### config.mk
export PLATFORM = sky130hd
export DESIGN_NAME = cam_init_top
export DESIGN_NICKNAME = d
export VERILOG_FILES = /design/src/hw/cam_cfg_pkg.sv /design/src/hw/cam_reg_rom.sv /design/src/hw/sccb_phase_timer.sv /design/src/hw/sccb_write_master.sv /design/src/hw/cam_init_seq.sv /design/src/hw/cam_init_top.sv
export SDC_FILE = /design/constraint.sdc
export NUM_CORES = 1
export LEC_CHECK = 0
export ABC_CLOCK_PERIOD_IN_PS = 2000
export BUFFER_PORTS_ARGS = -buffer_cell sky130_fd_sc_hd__clkbuf_2
export CAP_MARGIN = 5
export CORE_ASPECT_RATIO = 1.4
export CORE_MARGIN = 5
export CORE_UTILIZATION = 30
export DETAILED_ROUTE_END_ITERATION = 8
export PLACE_DENSITY = 0.45
export SETUP_SLACK_MARGIN = 0.1
export SLEW_MARGIN = 10
export SYNTH_ARGS = -nofsm -noshare
export SYNTH_HDL_FRONTEND = slang
export SYNTH_SLANG_ARGS = --single-unit
### constraint.sdc
create_clock -name sysclk -period 2 [get_ports sysclk]
set_input_delay 0.4 -clock sysclk [delete_from_list [all_inputs] [get_ports sysclk]]
set_output_delay 0.4 -clock sysclk [all_outputs]
set_load 0.02 [all_outputs]
### src/hw/cam_cfg_pkg.sv
// Camera configuration package
// Shared widths, SCCB constants and state encodings for the OV5640-style
// sensor bring-up logic.

`default_nettype none

package cam_cfg_pkg;

    // ------------------------------------------------------------------
    // bus and table constants
    // ------------------------------------------------------------------
    localparam logic [7:0] SCCB_WR_ID  = 8'h78;   // device write id
    localparam int         NUM_ENTRIES = 16;
    localparam int         IDX_W       = $clog2(NUM_ENTRIES);

    typedef logic [15:0]      reg_addr_t;
    typedef logic [7:0]       reg_val_t;
    typedef logic [IDX_W-1:0] entry_idx_t;

    // counter width that never collapses to zero bits
    function automatic int cnt_width(input int n);
        return (n > 1) ? $clog2(n) : 1;
    endfunction

    // ------------------------------------------------------------------
    // state encodings
    // ------------------------------------------------------------------
    typedef enum logic [2:0] {
        FETCH,
        REQ,
        WAIT_ACK,
        WAIT_RELEASE,
        DONE
    } seq_state_e;

    typedef enum logic [2:0] {
        IDLE,
        START,
        SHIFT,
        STOP,
        ACK_HOLD
    } sccb_state_e;

endpackage

`default_nettype wire

### src/hw/cam_reg_rom.sv
// Sensor register table
// Returns the register address and value of one configuration entry.
// Order follows the bring-up flow: soft reset, PLL, format, window,
// output size, then stream enable.

`timescale 1ns/1ps
`default_nettype none

module cam_reg_rom
    import cam_cfg_pkg::*;
(
    input  wire entry_idx_t entry_idx,
    output reg_addr_t       reg_addr,
    output reg_val_t        reg_val
);

    always_comb begin
        case (entry_idx)
            4'd0:    begin reg_addr = 16'h3103; reg_val = 8'h11; end  // clock from pad
            4'd1:    begin reg_addr = 16'h3008; reg_val = 8'h82; end  // soft reset
            4'd2:    begin reg_addr = 16'h3008; reg_val = 8'h42; end  // power down
            4'd3:    begin reg_addr = 16'h3103; reg_val = 8'h03; end  // clock from pll
            4'd4:    begin reg_addr = 16'h3034; reg_val = 8'h1a; end
            4'd5:    begin reg_addr = 16'h3037; reg_val = 8'h13; end  // pll pre-divider
            4'd6:    begin reg_addr = 16'h3108; reg_val = 8'h01; end  // root dividers
            4'd7:    begin reg_addr = 16'h4300; reg_val = 8'h61; end  // format control
            4'd8:    begin reg_addr = 16'h501f; reg_val = 8'h01; end
            4'd9:    begin reg_addr = 16'h3800; reg_val = 8'h00; end  // window h start
            4'd10:   begin reg_addr = 16'h3804; reg_val = 8'h0a; end  // window h end
            4'd11:   begin reg_addr = 16'h3808; reg_val = 8'h04; end  // dvp width, 1024
            4'd12:   begin reg_addr = 16'h3809; reg_val = 8'h00; end
            4'd13:   begin reg_addr = 16'h380a; reg_val = 8'h02; end  // dvp height, 720
            4'd14:   begin reg_addr = 16'h380b; reg_val = 8'hd0; end
            4'd15:   begin reg_addr = 16'h3008; reg_val = 8'h02; end  // wake up, stream on
            // chip id register is read only, so a stray write does nothing
            default: begin reg_addr = 16'h300a; reg_val = 8'h00; end
        endcase
    end

endmodule

`default_nettype wire

### src/hw/sccb_phase_timer.sv
// SCCB phase timer
// Divides sysclk into one-cycle ticks, one per quarter of an SCCB bit.
// The count restarts from its reload value whenever tick_en is low.

`timescale 1ns/1ps
`default_nettype none

module sccb_phase_timer
    import cam_cfg_pkg::*;
#(
    parameter int CLK_DIV = 125
) (
    input  wire  sysclk,
    input  wire  rst_n,
    input  wire  tick_en,
    output logic tick
);

    localparam int             CNT_W  = cnt_width(CLK_DIV);
    localparam logic [CNT_W-1:0] RELOAD = CNT_W'(CLK_DIV - 1);

    logic [CNT_W-1:0] cnt;

    always_ff @(posedge sysclk or negedge rst_n) begin
        if (!rst_n) begin
            cnt  <= RELOAD;
            tick <= 1'b0;
        end else if (!tick_en) begin
            cnt  <= RELOAD;      // hold while the bus is idle
            tick <= 1'b0;
        end else if (cnt == '0) begin
            cnt  <= RELOAD;
            tick <= 1'b1;
        end else begin
            cnt  <= cnt - 1'b1;
            tick <= 1'b0;
        end
    end

endmodule

`default_nettype wire

### src/hw/sccb_write_master.sv
// SCCB write master
// Sends one three-phase write (device id, address high, address low,
// value) per request and answers with a four-phase req/ack handshake.
// Each bit slot spans four timer ticks; the ninth slot of every byte is
// released so the external pull-up holds the line.

`timescale 1ns/1ps
`default_nettype none

module sccb_write_master
    import cam_cfg_pkg::*;
#(
    parameter int CLK_DIV = 125
) (
    input  wire            sysclk,
    input  wire            rst_n,
    input  wire            wr_req,
    input  wire reg_addr_t reg_addr,
    input  wire reg_val_t  reg_val,
    output logic           wr_ack,
    output logic           cmos_sclk,
    output logic           cmos_sdat,
    output logic           cmos_sdat_oe
);

    localparam logic [3:0] REL_SLOT = 4'd8;   // don't-care slot after 8 data bits

    sccb_state_e state;
    logic [1:0]  phase;       // quarter of the current bit
    logic [3:0]  bit_cnt;
    logic [1:0]  byte_cnt;
    logic [31:0] shift_q;
    logic        tick_en;
    logic        tick;
    logic        capture;
    logic        slot_end;
    logic        sclk_nxt;
    logic        sdat_nxt;
    logic        oe_nxt;

    assign tick_en  = (state == START) || (state == SHIFT) || (state == STOP);
    assign capture  = (state == IDLE) && wr_req && !wr_ack;
    assign slot_end = tick && (phase == 2'd3);

    sccb_phase_timer #(
        .CLK_DIV (CLK_DIV)
    ) u_timer (
        .sysclk  (sysclk),
        .rst_n   (rst_n),
        .tick_en (tick_en),
        .tick    (tick)
    );

    // ------------------------------------------------------------------
    // frame sequencing
    // ------------------------------------------------------------------
    always_ff @(posedge sysclk or negedge rst_n) begin
        if (!rst_n) begin
            state    <= IDLE;
            phase    <= 2'd0;
            bit_cnt  <= 4'd0;
            byte_cnt <= 2'd0;
            wr_ack   <= 1'b0;
        end else begin
            if (tick) phase <= phase + 2'd1;   // wraps to 0 at every slot end
            case (state)
                IDLE: begin
                    if (capture) state <= START;
                end
                START: begin
                    if (slot_end) begin
                        state    <= SHIFT;
                        bit_cnt  <= 4'd0;
                        byte_cnt <= 2'd0;
                    end
                end
                SHIFT: begin
                    if (slot_end) begin
                        if (bit_cnt == REL_SLOT) begin
                            bit_cnt  <= 4'd0;
                            byte_cnt <= byte_cnt + 2'd1;
                            if (byte_cnt == 2'd3) state <= STOP;
                        end else begin
                            bit_cnt <= bit_cnt + 4'd1;
                        end
                    end
                end
                STOP: begin
                    if (slot_end) begin
                        state  <= ACK_HOLD;
                        wr_ack <= 1'b1;
                    end
                end
                ACK_HOLD: begin
                    if (!wr_req) begin
                        state  <= IDLE;
                        wr_ack <= 1'b0;
                    end
                end
                default: state <= IDLE;
            endcase
        end
    end

    // id, address and value go out msb first
    always_ff @(posedge sysclk) begin
        if (capture) begin
            shift_q <= {SCCB_WR_ID, reg_addr, reg_val};
        end else if (state == SHIFT && slot_end && bit_cnt != REL_SLOT) begin
            shift_q <= {shift_q[30:0], 1'b0};
        end
    end

    // ------------------------------------------------------------------
    // line shaping
    // ------------------------------------------------------------------
    always_comb begin
        sclk_nxt = 1'b1;      // idle bus
        sdat_nxt = 1'b1;
        oe_nxt   = 1'b1;
        case (state)
            START: begin
                sclk_nxt = (phase != 2'd3);
                sdat_nxt = (phase == 2'd0);          // falls with sclk high
            end
            SHIFT: begin
                sclk_nxt = (phase == 2'd1) || (phase == 2'd2);
                if (bit_cnt == REL_SLOT) oe_nxt = 1'b0;
                else sdat_nxt = shift_q[31];
            end
            STOP: begin
                sclk_nxt = (phase != 2'd0);
                sdat_nxt = phase[1];                 // rises with sclk high
            end
            default: ;
        endcase
    end

    always_ff @(posedge sysclk or negedge rst_n) begin
        if (!rst_n) begin
            cmos_sclk    <= 1'b1;
            cmos_sdat    <= 1'b1;
            cmos_sdat_oe <= 1'b1;
        end else begin
            cmos_sclk    <= sclk_nxt;
            cmos_sdat    <= sdat_nxt;
            cmos_sdat_oe <= oe_nxt;
        end
    end

endmodule

`default_nettype wire

### src/hw/cam_init_seq.sv
// Camera init sequencer
// Walks the register table once after reset, requesting one SCCB write
// per entry over a four-phase req/ack handshake, and raises cfg_done
// once the last entry has been written.

`timescale 1ns/1ps
`default_nettype none

module cam_init_seq
    import cam_cfg_pkg::*;
(
    input  wire        sysclk,
    input  wire        rst_n,
    input  wire        wr_ack,
    output entry_idx_t entry_idx,
    output logic       wr_req,
    output logic       cfg_done
);

    localparam entry_idx_t LAST_IDX = entry_idx_t'(NUM_ENTRIES - 1);

    seq_state_e state;

    // ------------------------------------------------------------------
    // table walk
    // ------------------------------------------------------------------
    always_ff @(posedge sysclk or negedge rst_n) begin
        if (!rst_n) begin
            state     <= FETCH;
            entry_idx <= '0;
            wr_req    <= 1'b0;
            cfg_done  <= 1'b0;
        end else begin
            case (state)
                // rom output settles on the new index
                FETCH: begin
                    state <= REQ;
                end
                REQ: begin
                    wr_req <= 1'b1;
                    state  <= WAIT_ACK;
                end
                WAIT_ACK: begin
                    if (wr_ack) begin
                        wr_req <= 1'b0;
                        state  <= WAIT_RELEASE;
                    end
                end
                // handshake closes when the master drops ack
                WAIT_RELEASE: begin
                    if (!wr_ack) begin
                        if (entry_idx == LAST_IDX) begin
                            cfg_done <= 1'b1;
                            state    <= DONE;
                        end else begin
                            entry_idx <= entry_idx + 1'b1;
                            state     <= FETCH;
                        end
                    end
                end
                DONE: begin
                    state <= DONE;     // bus stays idle until reset
                end
                default: state <= FETCH;
            endcase
        end
    end

endmodule

`default_nettype wire

### src/hw/cam_init_top.sv
// Camera init top level
// Brings up an OV5640-style sensor over SCCB: a sequencer walks the
// register table and a write master puts each entry on the bus.
// CLK_DIV sets the quarter-bit period in sysclk cycles.

`timescale 1ns/1ps
`default_nettype none

module cam_init_top
    import cam_cfg_pkg::*;
#(
    parameter int CLK_DIV = 125        // about 100 kHz sclk at 50 MHz
) (
    input  wire  sysclk,
    input  wire  rst_n,
    output logic cmos_sclk,
    output logic cmos_sdat,
    output logic cmos_sdat_oe,
    output logic cfg_done
);

    entry_idx_t entry_idx;
    reg_addr_t  reg_addr;
    reg_val_t   reg_val;
    logic       wr_req;
    logic       wr_ack;

    cam_init_seq u_seq (
        .sysclk    (sysclk),
        .rst_n     (rst_n),
        .wr_ack    (wr_ack),
        .entry_idx (entry_idx),
        .wr_req    (wr_req),
        .cfg_done  (cfg_done)
    );

    cam_reg_rom u_rom (
        .entry_idx (entry_idx),
        .reg_addr  (reg_addr),
        .reg_val   (reg_val)
    );

    sccb_write_master #(
        .CLK_DIV (CLK_DIV)
    ) u_master (
        .sysclk       (sysclk),
        .rst_n        (rst_n),
        .wr_req       (wr_req),
        .reg_addr     (reg_addr),
        .reg_val      (reg_val),
        .wr_ack       (wr_ack),
        .cmos_sclk    (cmos_sclk),
        .cmos_sdat    (cmos_sdat),
        .cmos_sdat_oe (cmos_sdat_oe)
    );

endmodule

`default_nettype wire

After elaboration in Yosys (flattened, before gate mapping):

Memories as Yosys holds them, arrays and structs flattened.
Cells that the tools add are included.

* memories: 1
* output and inout bits: 4
* bits in read-only memories: 320
* flip-flop bits (word level): 64
* input port bits: 2
* logic and storage cells: 111

Memories
* (name not given): words 16, bits a word 20, rd ports 1, clocked after Yosys merged registers in 0, write ports 0, RTL line cam_reg_rom.sv:18 `case (entry_idx)`

* $add $sub $neg: 5
* reduce and logical (&&, ||, !) cells: 26
* multiplexer cells: 36
* bitwise operators: 2
* equality and inequality tests: 25

Operators by type and width (count)
* $mux 24: 2
* $mux 3: 10
* $pmux 3 s5: 2
* $mux 7: 2
* $eq 3x2->1 const B: 4
* $mux 4: 3
* $reduce_and 3->1: 4
* $ne 2x1->1 const B: 5
* $ne 2x2->1 const B: 5
* $reduce_bool 2->1: 5
* $add 4x1->4 const B: 2
* $eq 4x4->1 const B: 2
* $mux 1: 8
* $pmux 4 s2: 1
* $logic_not 7->1: 1
* $reduce_and 7->1: 1
* $sub 7x1->7 const B: 1
* $eq 2x2->1 const B: 3
* $eq 3x1->1 const B: 2
* $eq 3x3->1 const B: 2
* $logic_not 3->1: 2
* $mux 2: 3
* $pmux 1 s3: 2
* $logic_and 1x1->1: 5
* other kinds (11): 17

Logic depth before layout (Yosys ltp):

Gate-level depths: netlist of run 1.

* depth in word-level cells: 6
* gate-level depth with buffers: 6
* depth with buffers taken out: 5

Modules after synthesis:

Synthesis of run 1 repeated with hierarchy kept, for this count alone.

* cells, all modules: 316
* area, all modules: 3568.4 sq um

By module, submodules not included
* sccb_write_master: sequential area each 1260.0 sq um, area an instance 2303.5 sq um, cells each 172, times used 1
* cam_reg_rom: sequential area each 0.0 sq um, area an instance 461.7 sq um, cells each 70, times used 1
* sccb_phase_timer: sequential area each 206.4 sq um, area an instance 414.1 sq um, cells each 38, times used 1
* cam_init_seq: sequential area each 225.2 sq um, area an instance 389.1 sq um, cells each 36, times used 1

Worst setup path before layout of run 1:

No wires, ideal clock.

* kind: flip-flop to flip-flop
* start: reg u_master.state[0]
* end: reg u_master.shift_q[0], enable pin
* data arrival time: 1796 ps
* buffers on the path: 1
* cell stages (with the launch flop): 5
* library setup time: 381 ps
* setup slack: -177 ps
* clock period less this slack: 2177 ps
* required time: 1619 ps
* cell sequence: dfrtp_1 nor4b_4 nand2_2 buf_6 nand2_1

* cells in the longest elaborated chain, start to end: 4
* elaborated cells between the ends (all ways): 7
* those cells by class: 1 x eq/ne; 6 x reduce/logical

RTL lines
* start: declaration: RTL line sccb_write_master.sv:28 `sccb_state_e state;`
* start signal: assignment: RTL line sccb_write_master.sv:59 `state <= IDLE;`
* start signal: assignment: RTL line sccb_write_master.sv:68 `if (capture) state <= START;`
* start signal: assignment: RTL line sccb_write_master.sv:72 `state <= SHIFT;`
* $eq 3x2->1 / $logic_not 3->1 (equally long branches): RTL line sccb_write_master.sv:109, sccb_write_master.sv:42
* $logic_and 1x1->1 (on tied branches) (2 in series): RTL line sccb_write_master.sv:109, sccb_write_master.sv:42
* $reduce_bool 2->1 (no line) *
* end signal: assignment: RTL line sccb_write_master.sv:108 `shift_q <= {SCCB_WR_ID, reg_addr, reg_val};`
* end signal: assignment: RTL line sccb_write_master.sv:110 `shift_q <= {shift_q[30:0], 1'b0};`
* end: declaration: RTL line sccb_write_master.sv:32 `logic [31:0] shift_q;`

Mark *: on every way between the ends. The rest lies on a longest branch, timed or not.
A chain may end at the register's enable or synchronous reset.

Final worst setup path of run 1:

* start: reg u_master.state[0]
* end: reg u_master.shift_q[7], data pin

* cells in the longest elaborated chain, start to end: 4

RTL lines
* $logic_not 3->1: RTL line sccb_write_master.sv:42 `assign capture = (state == IDLE) && wr_req && !wr_ack;`
* $logic_and 1x1->1 (2 in series): RTL line sccb_write_master.sv:42
* $mux 24: RTL line sccb_write_master.sv:107 `if (capture) begin`

No other way between the ends.

==> summary.txt, run 1 <==
CLOCK NETWORK
------------------------------------------------------------------------------------------------------
Post-CTS resize count                                                                                0
Num CTS Buffers                                                                                      9
Largest buffer count on any clock path                                                               2
Total clock sinks                                                                                   64
TritonCTS clock tree                                                                              done
Clock transition at the register clock pins on the worst setup and hold paths after CTS          50 ps
Clock latency at the later pin of the worst-skew pair                                           330 ps
Total of hold buffers inserted after clock tree synthesis                                            0
Setup fix buffers added after clock tree synthesis                                                   0
Count of H-tree levels built during CTS                                                              3
CTS Root Buffer Type                                                                      sky130_fd_sc_hd__clkbuf_16

JOB
------------------------------------------------------------------------------------------------------
Maximum capacitance violations                                                                       0

TIMING
------------------------------------------------------------------------------------------------------
Share of the clock period used by the worst path after layout                                   91.25%
Unrepaired setup endpoints after global routing                                                  false
Count of endpoints failing hold in the final timing report                                           0
Number of setup violations in the final report                                                       0
Setup clock skew after layout                                                                 8.344 ps
Setup TNS Final                                                                                   0 ps
Max frequency                                                                                547.9 MHz
Transition time at the pin with the least slew margin                                         537.6 ps
Count of pins over their slew limit                                                                  0
Remaining max-slew budget at the tightest pin                                                   64.07%
Min Clock Period, post-route                                                                   1825 ps

WORST SETUP PATH
------------------------------------------------------------------------------------------------------
Arrival @ worst endpoint                                                                       1880 ps
Largest delay share family, worst path                                                    simple AND/OR/NAND/NOR gates
CP startpoint kind                                                                           flip-flop
Cell-by-cell trace of the critical path                                                   or4b_4 > buf_4 > o21ai_0 > o21ai_0
Setup crit end kind                                                                          flip-flop
Data required time at the worst endpoint                                                       2060 ps
Worst path most repeated cell                                                             sky130_fd_sc_hd__o21ai_0
Critical path buffer and inverter count                                                              1
Worst Path Max Fanout                                                                               11
Number of stages on the worst setup path                                                             4
Highest cell delay on the worst timing path                                                     560 ps
Critical Path Slowest Stage Cell                                                          sky130_fd_sc_hd__or4b_4
Number of cells traversed by the worst register-to-register path                                     4
Crit Path Class                                                                             reg -> reg

POWER AND IR DROP
------------------------------------------------------------------------------------------------------
Part of the total power dissipated in the clock network                                          52.4%
Final total power                                                                             2.875 mW
Logic gate share of total power                                                                   0.6%
Net switching fraction of the power                                                             19.87%
Switching pwr                                                                                0.5711 mW
Max rail drop VDD                                                                             360.0 uV
P_int                                                                                         2.304 mW
Pleak                                                                                         1.553 nW
Relative contribution of sequential cells to total power                                         47.1%
Power Dens Cells                                                                          738.1 mW/mm^2

SYNTH
------------------------------------------------------------------------------------------------------
Commonest register cell after synthesis                                                   sky130_fd_sc_hd__edfxtp_1
Biggest area contributors in the synthesized netlist                                      sky130_fd_sc_hd__edfxtp_1, sky130_fd_sc_hd__dfrtp_1, sky130_fd_sc_hd__dfstp_2
Fraction of the yosys area taken by sequential cells                                            50.67%
Share of the synthesized area in the top cell type                                              21.59%
Number of synthesis warnings                                                                         0
Post-synthesis instance area                                                              0.003338 sq mm
Synthesized area per cell                                                                  10.84 sq um
Most numerous cell types in the synthesized netlist                                       sky130_fd_sc_hd__o21ai_0, sky130_fd_sc_hd__dfrtp_1, sky130_fd_sc_hd__edfxtp_1
Seq cells post-synth                                                                                64
Most numerous cell in the Yosys netlist                                                   sky130_fd_sc_hd__o21ai_0
Synth Instances                                                                                    308
Synth unique cells                                                                                  59
Number of flops mapped to enable cells by yosys                                                     24
Post-Synthesis Net Count                                                                           324
Share of async-settable or async-resettable flops after synthesis                               50.00%
Cell type with the highest aggregate area in the netlist                                  sky130_fd_sc_hd__edfxtp_1

PLACED DESIGN
------------------------------------------------------------------------------------------------------
Total of buffers placed on input and output ports                                                    5
Total placed cells including tap cells                                                             459
Hpwl dp                                                                                        4912 um
Instance area at placement                                                                0.003607 sq mm
Weighted congestion reported at the end of routability-driven placement                         0.7804

DIE
------------------------------------------------------------------------------------------------------
Vertical die dimension                                                                        134.8 um
Total number of placement rows                                                                      45
Chip width                                                                                    99.15 um
IO Pins                                                                                              6
Starting utilization of the core area                                                           30.72%
Total die area                                                                            0.01337 sq mm
Core region area                                                                          0.01087 sq mm

GLOBAL ROUTING
------------------------------------------------------------------------------------------------------
Pin count of the biggest net entering global routing                                                25
First-pass GRT wire length                                                                    11660 um
Global route overflow                                                                                0
Number of global-route vias before repair                                                         2308
Antenna violations before repair                                                                     0
GRT Resource Usage Total                                                                        11.24%

LAYOUT
------------------------------------------------------------------------------------------------------
Final Net Count                                                                                    345
Cell area after layout                                                                    0.003895 sq mm
Post-route non-filler standard cell count                                                          475
Fillers                                                                                           1085
Diodes inserted                                                                                      0
Relative area change from synthesis to final layout                                             16.68%
Fraction of final layout cells sized beyond drive strength 1                                    20.06%

ROUTING
------------------------------------------------------------------------------------------------------
Avg WL per Cell                                                                               14.65 um
First-pass detailed-route iteration total                                                            4
Drt total wl                                                                                   6960 um
Starting DRT DRC Count                                                                             146
Via density                                                                                      4.808
Total vias in the final route                                                                     2284
# DRC                                                                                                0
Number of antenna-violating nets in the routed design                                                0

MIN PATH
------------------------------------------------------------------------------------------------------
Hold WC Path Type                                                                          in -> async

RUN STATUS
------------------------------------------------------------------------------------------------------
Result of the run                                                                         finished clean

[flip-flops by register name (all words and copies together), names as in the netlist, 2 cells and up]
register              cells
u_master.shift_q         32
u_master.u_timer.cnt      7
u_master.bit_cnt          4
u_seq.entry_idx           4
u_master.state            3
u_seq.state               3
u_master.byte_cnt         2
u_master.phase            2
[path summary, 6_finish.rpt]
path	from	to	slack, ps
min in group sysclk	u_master.shift_q[29]$_SDFFE_PN1P_	u_master.shift_q[29]$_SDFFE_PN1P_	460
setup / recovery	u_master.state[0]$_DFFE_PN0P_	u_master.shift_q[7]$_DFFE_PP_	170
setup reg to reg	u_master.state[0]$_DFFE_PN0P_	u_master.shift_q[7]$_DFFE_PP_	170
hold / removal	rst_n	u_master.bit_cnt[2]$_DFFE_PN0P_	40
max in group asynchronous	rst_n	u_master.u_timer.cnt[2]$_DFF_PN1_	1380
hold reg to reg	u_master.shift_q[29]$_SDFFE_PN1P_	u_master.shift_q[29]$_SDFFE_PN1P_	460
[power by group through the flow]
stage	logic [mW]	registers (mW)	clock network, mW
floorplan	0.000000688	1.38	0
global placement	0.0177	1.38	0
detailed placement	0.0178	1.38	0
CTS	0.0179	1.35	1.55
global route	0.0200	1.35	1.62
finish	0.0162	1.35	1.51
[kinds of logic (layout without fill, tap and decap cells)]
logic type / count (synthesis) / count (layout) / synth area share [%]
compound gates: 78 / 78 / 14.32
xor+xnor: 8 / 8 / 2.099
fa+ha+maj: 14 / 14 / 5.247
buf+inv: 40 / 66 / 5.734
flops: 64 / 64 / 50.67
mux: 16 / 16 / 5.922
simple gates: 88 / 88 / 16.00
[layout make-up]
type | count | area, sq um | area share (%)
repair buffers | 27 | 190.2 | 4.883
well taps | 141 | 176.4 | 4.529
clock inverters | 2 | 12.51 | 0.3212
clock buffers | 14 | 275.3 | 7.067
inverters | 23 | 86.33 | 2.217
flip-flops and latches | 64 | 1692 | 43.43
multi-input cells | 204 | 1463 | 37.55
[layer usage]
metal | routed length (um) | track usage [%] | up-vias
li1 | - | - | 1164
met1 | 3302 | 13.76 | 1092
met2 | 3348 | 18.35 | 18
met3 | 182 | 3.618 | 10
met4 | 127 | 4.328 | 0
met5 | 0 | 0 | -
[layout by cell type (no fill, tap or decap), types with 11 or more instances in the layout]
cell                       instances
sky130_fd_sc_hd__inv_1            22
sky130_fd_sc_hd__a21oi_1          16
sky130_fd_sc_hd__o21ai_0          29
sky130_fd_sc_hd__nand2_1          16
sky130_fd_sc_hd__nor2_1           13
sky130_fd_sc_hd__buf_4            22
sky130_fd_sc_hd__edfxtp_1         24
sky130_fd_sc_hd__a31oi_1          11
sky130_fd_sc_hd__dfrtp_1          24
sky130_fd_sc_hd__ha_1             14
[through the flow]
stage	worst slack [ps]	hold slack, ps	util (%)
floorplan	173.7	104.4	-
CTS	166.3	51.87	35.84
finish	174.9	39.33	35.84
global placement	180.9	404.4	33.20
detailed placement	167.4	407.8	33.20
global route	107.6	78.14	35.84
Power figures use the tool's default switching activity.
==> run 2, diff against run 1 <==
--- a/config.mk
+++ b/config.mk
@@ -13,7 +13,7 @@
 export CORE_UTILIZATION = 30
 export DETAILED_ROUTE_END_ITERATION = 8
 export PLACE_DENSITY = 0.45
-export SETUP_SLACK_MARGIN = 0.1
+export SETUP_SLACK_MARGIN = 0.3
 export SLEW_MARGIN = 10
 export SYNTH_ARGS = -nofsm -noshare
 export SYNTH_HDL_FRONTEND = slang
==> summary.txt, run 2 (synthesis results as in run 1) <==
RUN STATUS
------------------------------------------------------------------------------------------------------
Result of the run                                                                         finished clean

LAYOUT
------------------------------------------------------------------------------------------------------
Most frequent cells in the layout                                                         sky130_fd_sc_hd__buf_4, sky130_fd_sc_hd__o21ai_0, sky130_fd_sc_hd__edfxtp_1, sky130_fd_sc_hd__inv_1, sky130_fd_sc_hd__dfrtp_1
Post-route non-filler standard cell count                                                          484   +1.9%
Register bank with the most flops                                                         u_master.shift_q
Fraction of final layout cells sized beyond drive strength 1                                    27.11%   +7.1 points
Diodes inserted                                                                                      0   unchanged
Commonest non-fill, non-tap cell in the layout                                            sky130_fd_sc_hd__buf_4
Largest registers                                                                         u_master.shift_q: 32 flops, u_master.u_timer.cnt: 7 flops
Final Net Count                                                                                    354   +2.6%
Relative area change from synthesis to final layout                                             23.69%
Fillers                                                                                           1064   -1.9%
Max reg flops                                                                                       32   unchanged

TIMING
------------------------------------------------------------------------------------------------------
Transition time at the pin with the least slew margin                                         465.6 ps   -72.00 ps
Setup clock skew after layout                                                                 5.177 ps   -3.168 ps
Number of setup violations in the final report                                                       0   unchanged
Unrepaired setup endpoints after global routing                                                   true
Min Clock Period, post-route                                                                   1723 ps   -102.2 ps
Remaining max-slew budget at the tightest pin                                                   68.81%   +4.7 points
Count of pins over their slew limit                                                                  0   unchanged
Share of the clock period used by the worst path after layout                                   86.15%   -5.1 points
Setup TNS Final                                                                                   0 ps   unchanged
Max frequency                                                                                580.4 MHz   +5.9%
Count of endpoints failing hold in the final timing report                                           0   unchanged

ROUTING
------------------------------------------------------------------------------------------------------
Number of antenna-violating nets in the routed design                                                0   unchanged
Total vias in the final route                                                                     2362   +3.4%
First-pass detailed-route iteration total                                                            4   unchanged
Via density                                                                                      4.880   +1.5%
Drt total wl                                                                                   6888 um   -1.0%
Avg WL per Cell                                                                               14.23 um   -2.9%
# DRC                                                                                                0   unchanged
Starting DRT DRC Count                                                                             111   -24%

CLOCK NETWORK
------------------------------------------------------------------------------------------------------
Largest buffer count on any clock path                                                               2   unchanged
Count of H-tree levels built during CTS                                                              3   unchanged
Clock transition at the register clock pins on the worst setup and hold paths after CTS          60 ps   about the same
Total clock sinks                                                                                   64   unchanged
Clock latency at the later pin of the worst-skew pair                                           330 ps   about the same
CTS Root Buffer Type                                                                      sky130_fd_sc_hd__clkbuf_16
TritonCTS clock tree                                                                              done
Num CTS Buffers                                                                                      9   unchanged

POWER AND IR DROP
------------------------------------------------------------------------------------------------------
Power Dens Cells                                                                          727.5 mW/mm^2   -1.4%
Max rail drop VDD                                                                             370.1 uV   +2.8%
Pleak                                                                                         1.647 nW   +6.0%

GLOBAL ROUTING
------------------------------------------------------------------------------------------------------
GRT Resource Usage Total                                                                        11.02%   -0.22 points
Number of global-route vias before repair                                                         2334   +1.1%
First-pass GRT wire length                                                                    11670 um   about the same
Antenna violations before repair                                                                     0   unchanged
Pin count of the biggest net entering global routing                                                22   -12%
Global route overflow                                                                                0   unchanged

PLACED DESIGN
------------------------------------------------------------------------------------------------------
Total placed cells including tap cells                                                             456   -0.65%
Hpwl dp                                                                                        4700 um   -4.3%
Weighted congestion reported at the end of routability-driven placement                         0.7812   +0.10%
Total of buffers placed on input and output ports                                                    5   unchanged

WORST SETUP PATH
------------------------------------------------------------------------------------------------------
Data required time at the worst endpoint                                                       2080 ps   +20 ps
Highest cell delay on the worst timing path                                                     530 ps   -30 ps
Number of cells traversed by the worst register-to-register path                                     4   unchanged
Crit Path Class                                                                             reg -> reg
Setup crit end kind                                                                          flip-flop
Arrival @ worst endpoint                                                                       1800 ps   -80 ps
Worst setup slack for register-to-register paths                                                280 ps   +100 ps
Worst Path Max Fanout                                                                                8   -3
Critical path buffer and inverter count                                                              1   unchanged
Capture instance of the worst register-to-register path                                   u_master.shift_q[3]$_DFFE_PP_
Cell-by-cell trace of the critical path                                                   or4b_4 > nor2_4 > buf_12 > mux2_4
Critical Path Slowest Stage Cell                                                          sky130_fd_sc_hd__or4b_4
Launch point of the worst reg-to-reg path                                                 u_master.state[0]$_DFFE_PN0P_
CP startpoint kind                                                                           flip-flop
Largest delay share family, worst path                                                    simple AND/OR/NAND/NOR gates

MIN PATH
------------------------------------------------------------------------------------------------------
Endpoint, Worst Hold                                                                      u_master.shift_q[31]$_SDFFE_PN0P_
Worst hold path startpoint                                                                u_master.shift_q[30]$_SDFFE_PN1P_
Min-Delay Path Depth                                                                                 2
Hold WC Path Type                                                                           reg -> reg

DIE
------------------------------------------------------------------------------------------------------
Chip width                                                                                    99.15 um   unchanged
Core region area                                                                          0.01087 sq mm   unchanged
IO Pins                                                                                              6   unchanged
Vertical die dimension                                                                        134.8 um   unchanged
Starting utilization of the core area                                                           30.72%   unchanged
Total die area                                                                            0.01337 sq mm   unchanged
Total number of placement rows                                                                      45   unchanged

JOB
------------------------------------------------------------------------------------------------------
Maximum capacitance violations                                                                       0   unchanged

-- run 2: cell type report --
class / instances / area (sq um) / area share (%)
clock inverter: 5 / 51.30 / 1.242
clock buffer: 11 / 264.0 / 6.394
multi-input combinational: 205 / 1563 / 37.85
sequential: 64 / 1698 / 41.12
tap: 141 / 176.4 / 4.273
timing repair buffer: 35 / 285.3 / 6.909
inverter: 23 / 91.34 / 2.212
-- run 2: how the worst max path moves through the flow --
stage	slack, ps	end	cells after the start	from
4_1_cts	240	u_master.shift_q[3]$_DFFE_PP_	4	u_master.state[1]$_DFFE_PN0P_
5_1_grt	220	u_master.shift_q[3]$_DFFE_PP_	4	u_master.state[1]$_DFFE_PN0P_
3_5_place_dp	160	u_master.shift_q[1]$_DFFE_PP_	3	u_master.state[0]$_DFFE_PN0P_
6_report	280	u_master.shift_q[3]$_DFFE_PP_	4	u_master.state[0]$_DFFE_PN0P_
3_3_place_gp	170	u_master.shift_q[1]$_DFFE_PP_	3	u_master.state[0]$_DFFE_PN0P_
2_1_floorplan	190	u_master.shift_q[11]$_DFFE_PP_	5	u_master.state[1]$_DFFE_PN0P_
-- run 2: metrics by stage --
| stage | utilization, % | worst slack (ps) | area (sq um) | hold slack (ps) | total power, mW |
|---|---|---|---|---|---|
| after floorplan | - | 189.2 | 3372 | 104.4 | 1.378 |
| after global placement | 33.21 | 167.2 | 3608 | 353.0 | 1.396 |
| after detailed placement | 33.21 | 156.1 | 3608 | 355.7 | 1.396 |
| after CTS | 36.99 | 244.1 | 4020 | 463.2 | 3.044 |
| after global routing | 38.00 | 215.3 | 4129 | 492.2 | 3.097 |
| final | 38.00 | 277.1 | 4129 | 460.5 | 3.004 |
-- run 2: per-layer routing --
layer / share of wire, % / global-route usage (%) / vias to the layer above
li1: - / - / 1188
met3: 1.9 / 2.636 / 10
met5: 0 / 0 / -
met4: 1.7 / 4.784 / 0
met1: 46 / 13.58 / 1144
met2: 50 / 18.27 / 20
-- run 2: where the power goes --
group | internal [mW] | leakage [nW] | total [mW] | switching (mW)
clock | 1.07 | 0.161 | 1.63 | 0.565
sequential | 1.35 | 0.640 | 1.35 | 0
combinational | 0.00448 | 0.846 | 0.0184 | 0.0139
-- run 2: what timing repair did --
action / 4_1_cts / 5_1_grt
hold buffers: 1 / 0
endpoints found under the setup margin: 42 / 56
pin swaps: 4 / 3
endpoints found under the hold margin: 2 / 0
cloned: 1 / 0
buffers inserted: 5 / 5
gates resized for setup: 7 / 19
-- run 2: worst min-delay path: cells and delay by family (launching register included) --
| family | cells | cell delay [ps] |
|---|---|---|
| buffers and inverters | 1 | 60 |
| flip-flops | 1 | 290 |
| multiplexers | 1 | 60 |
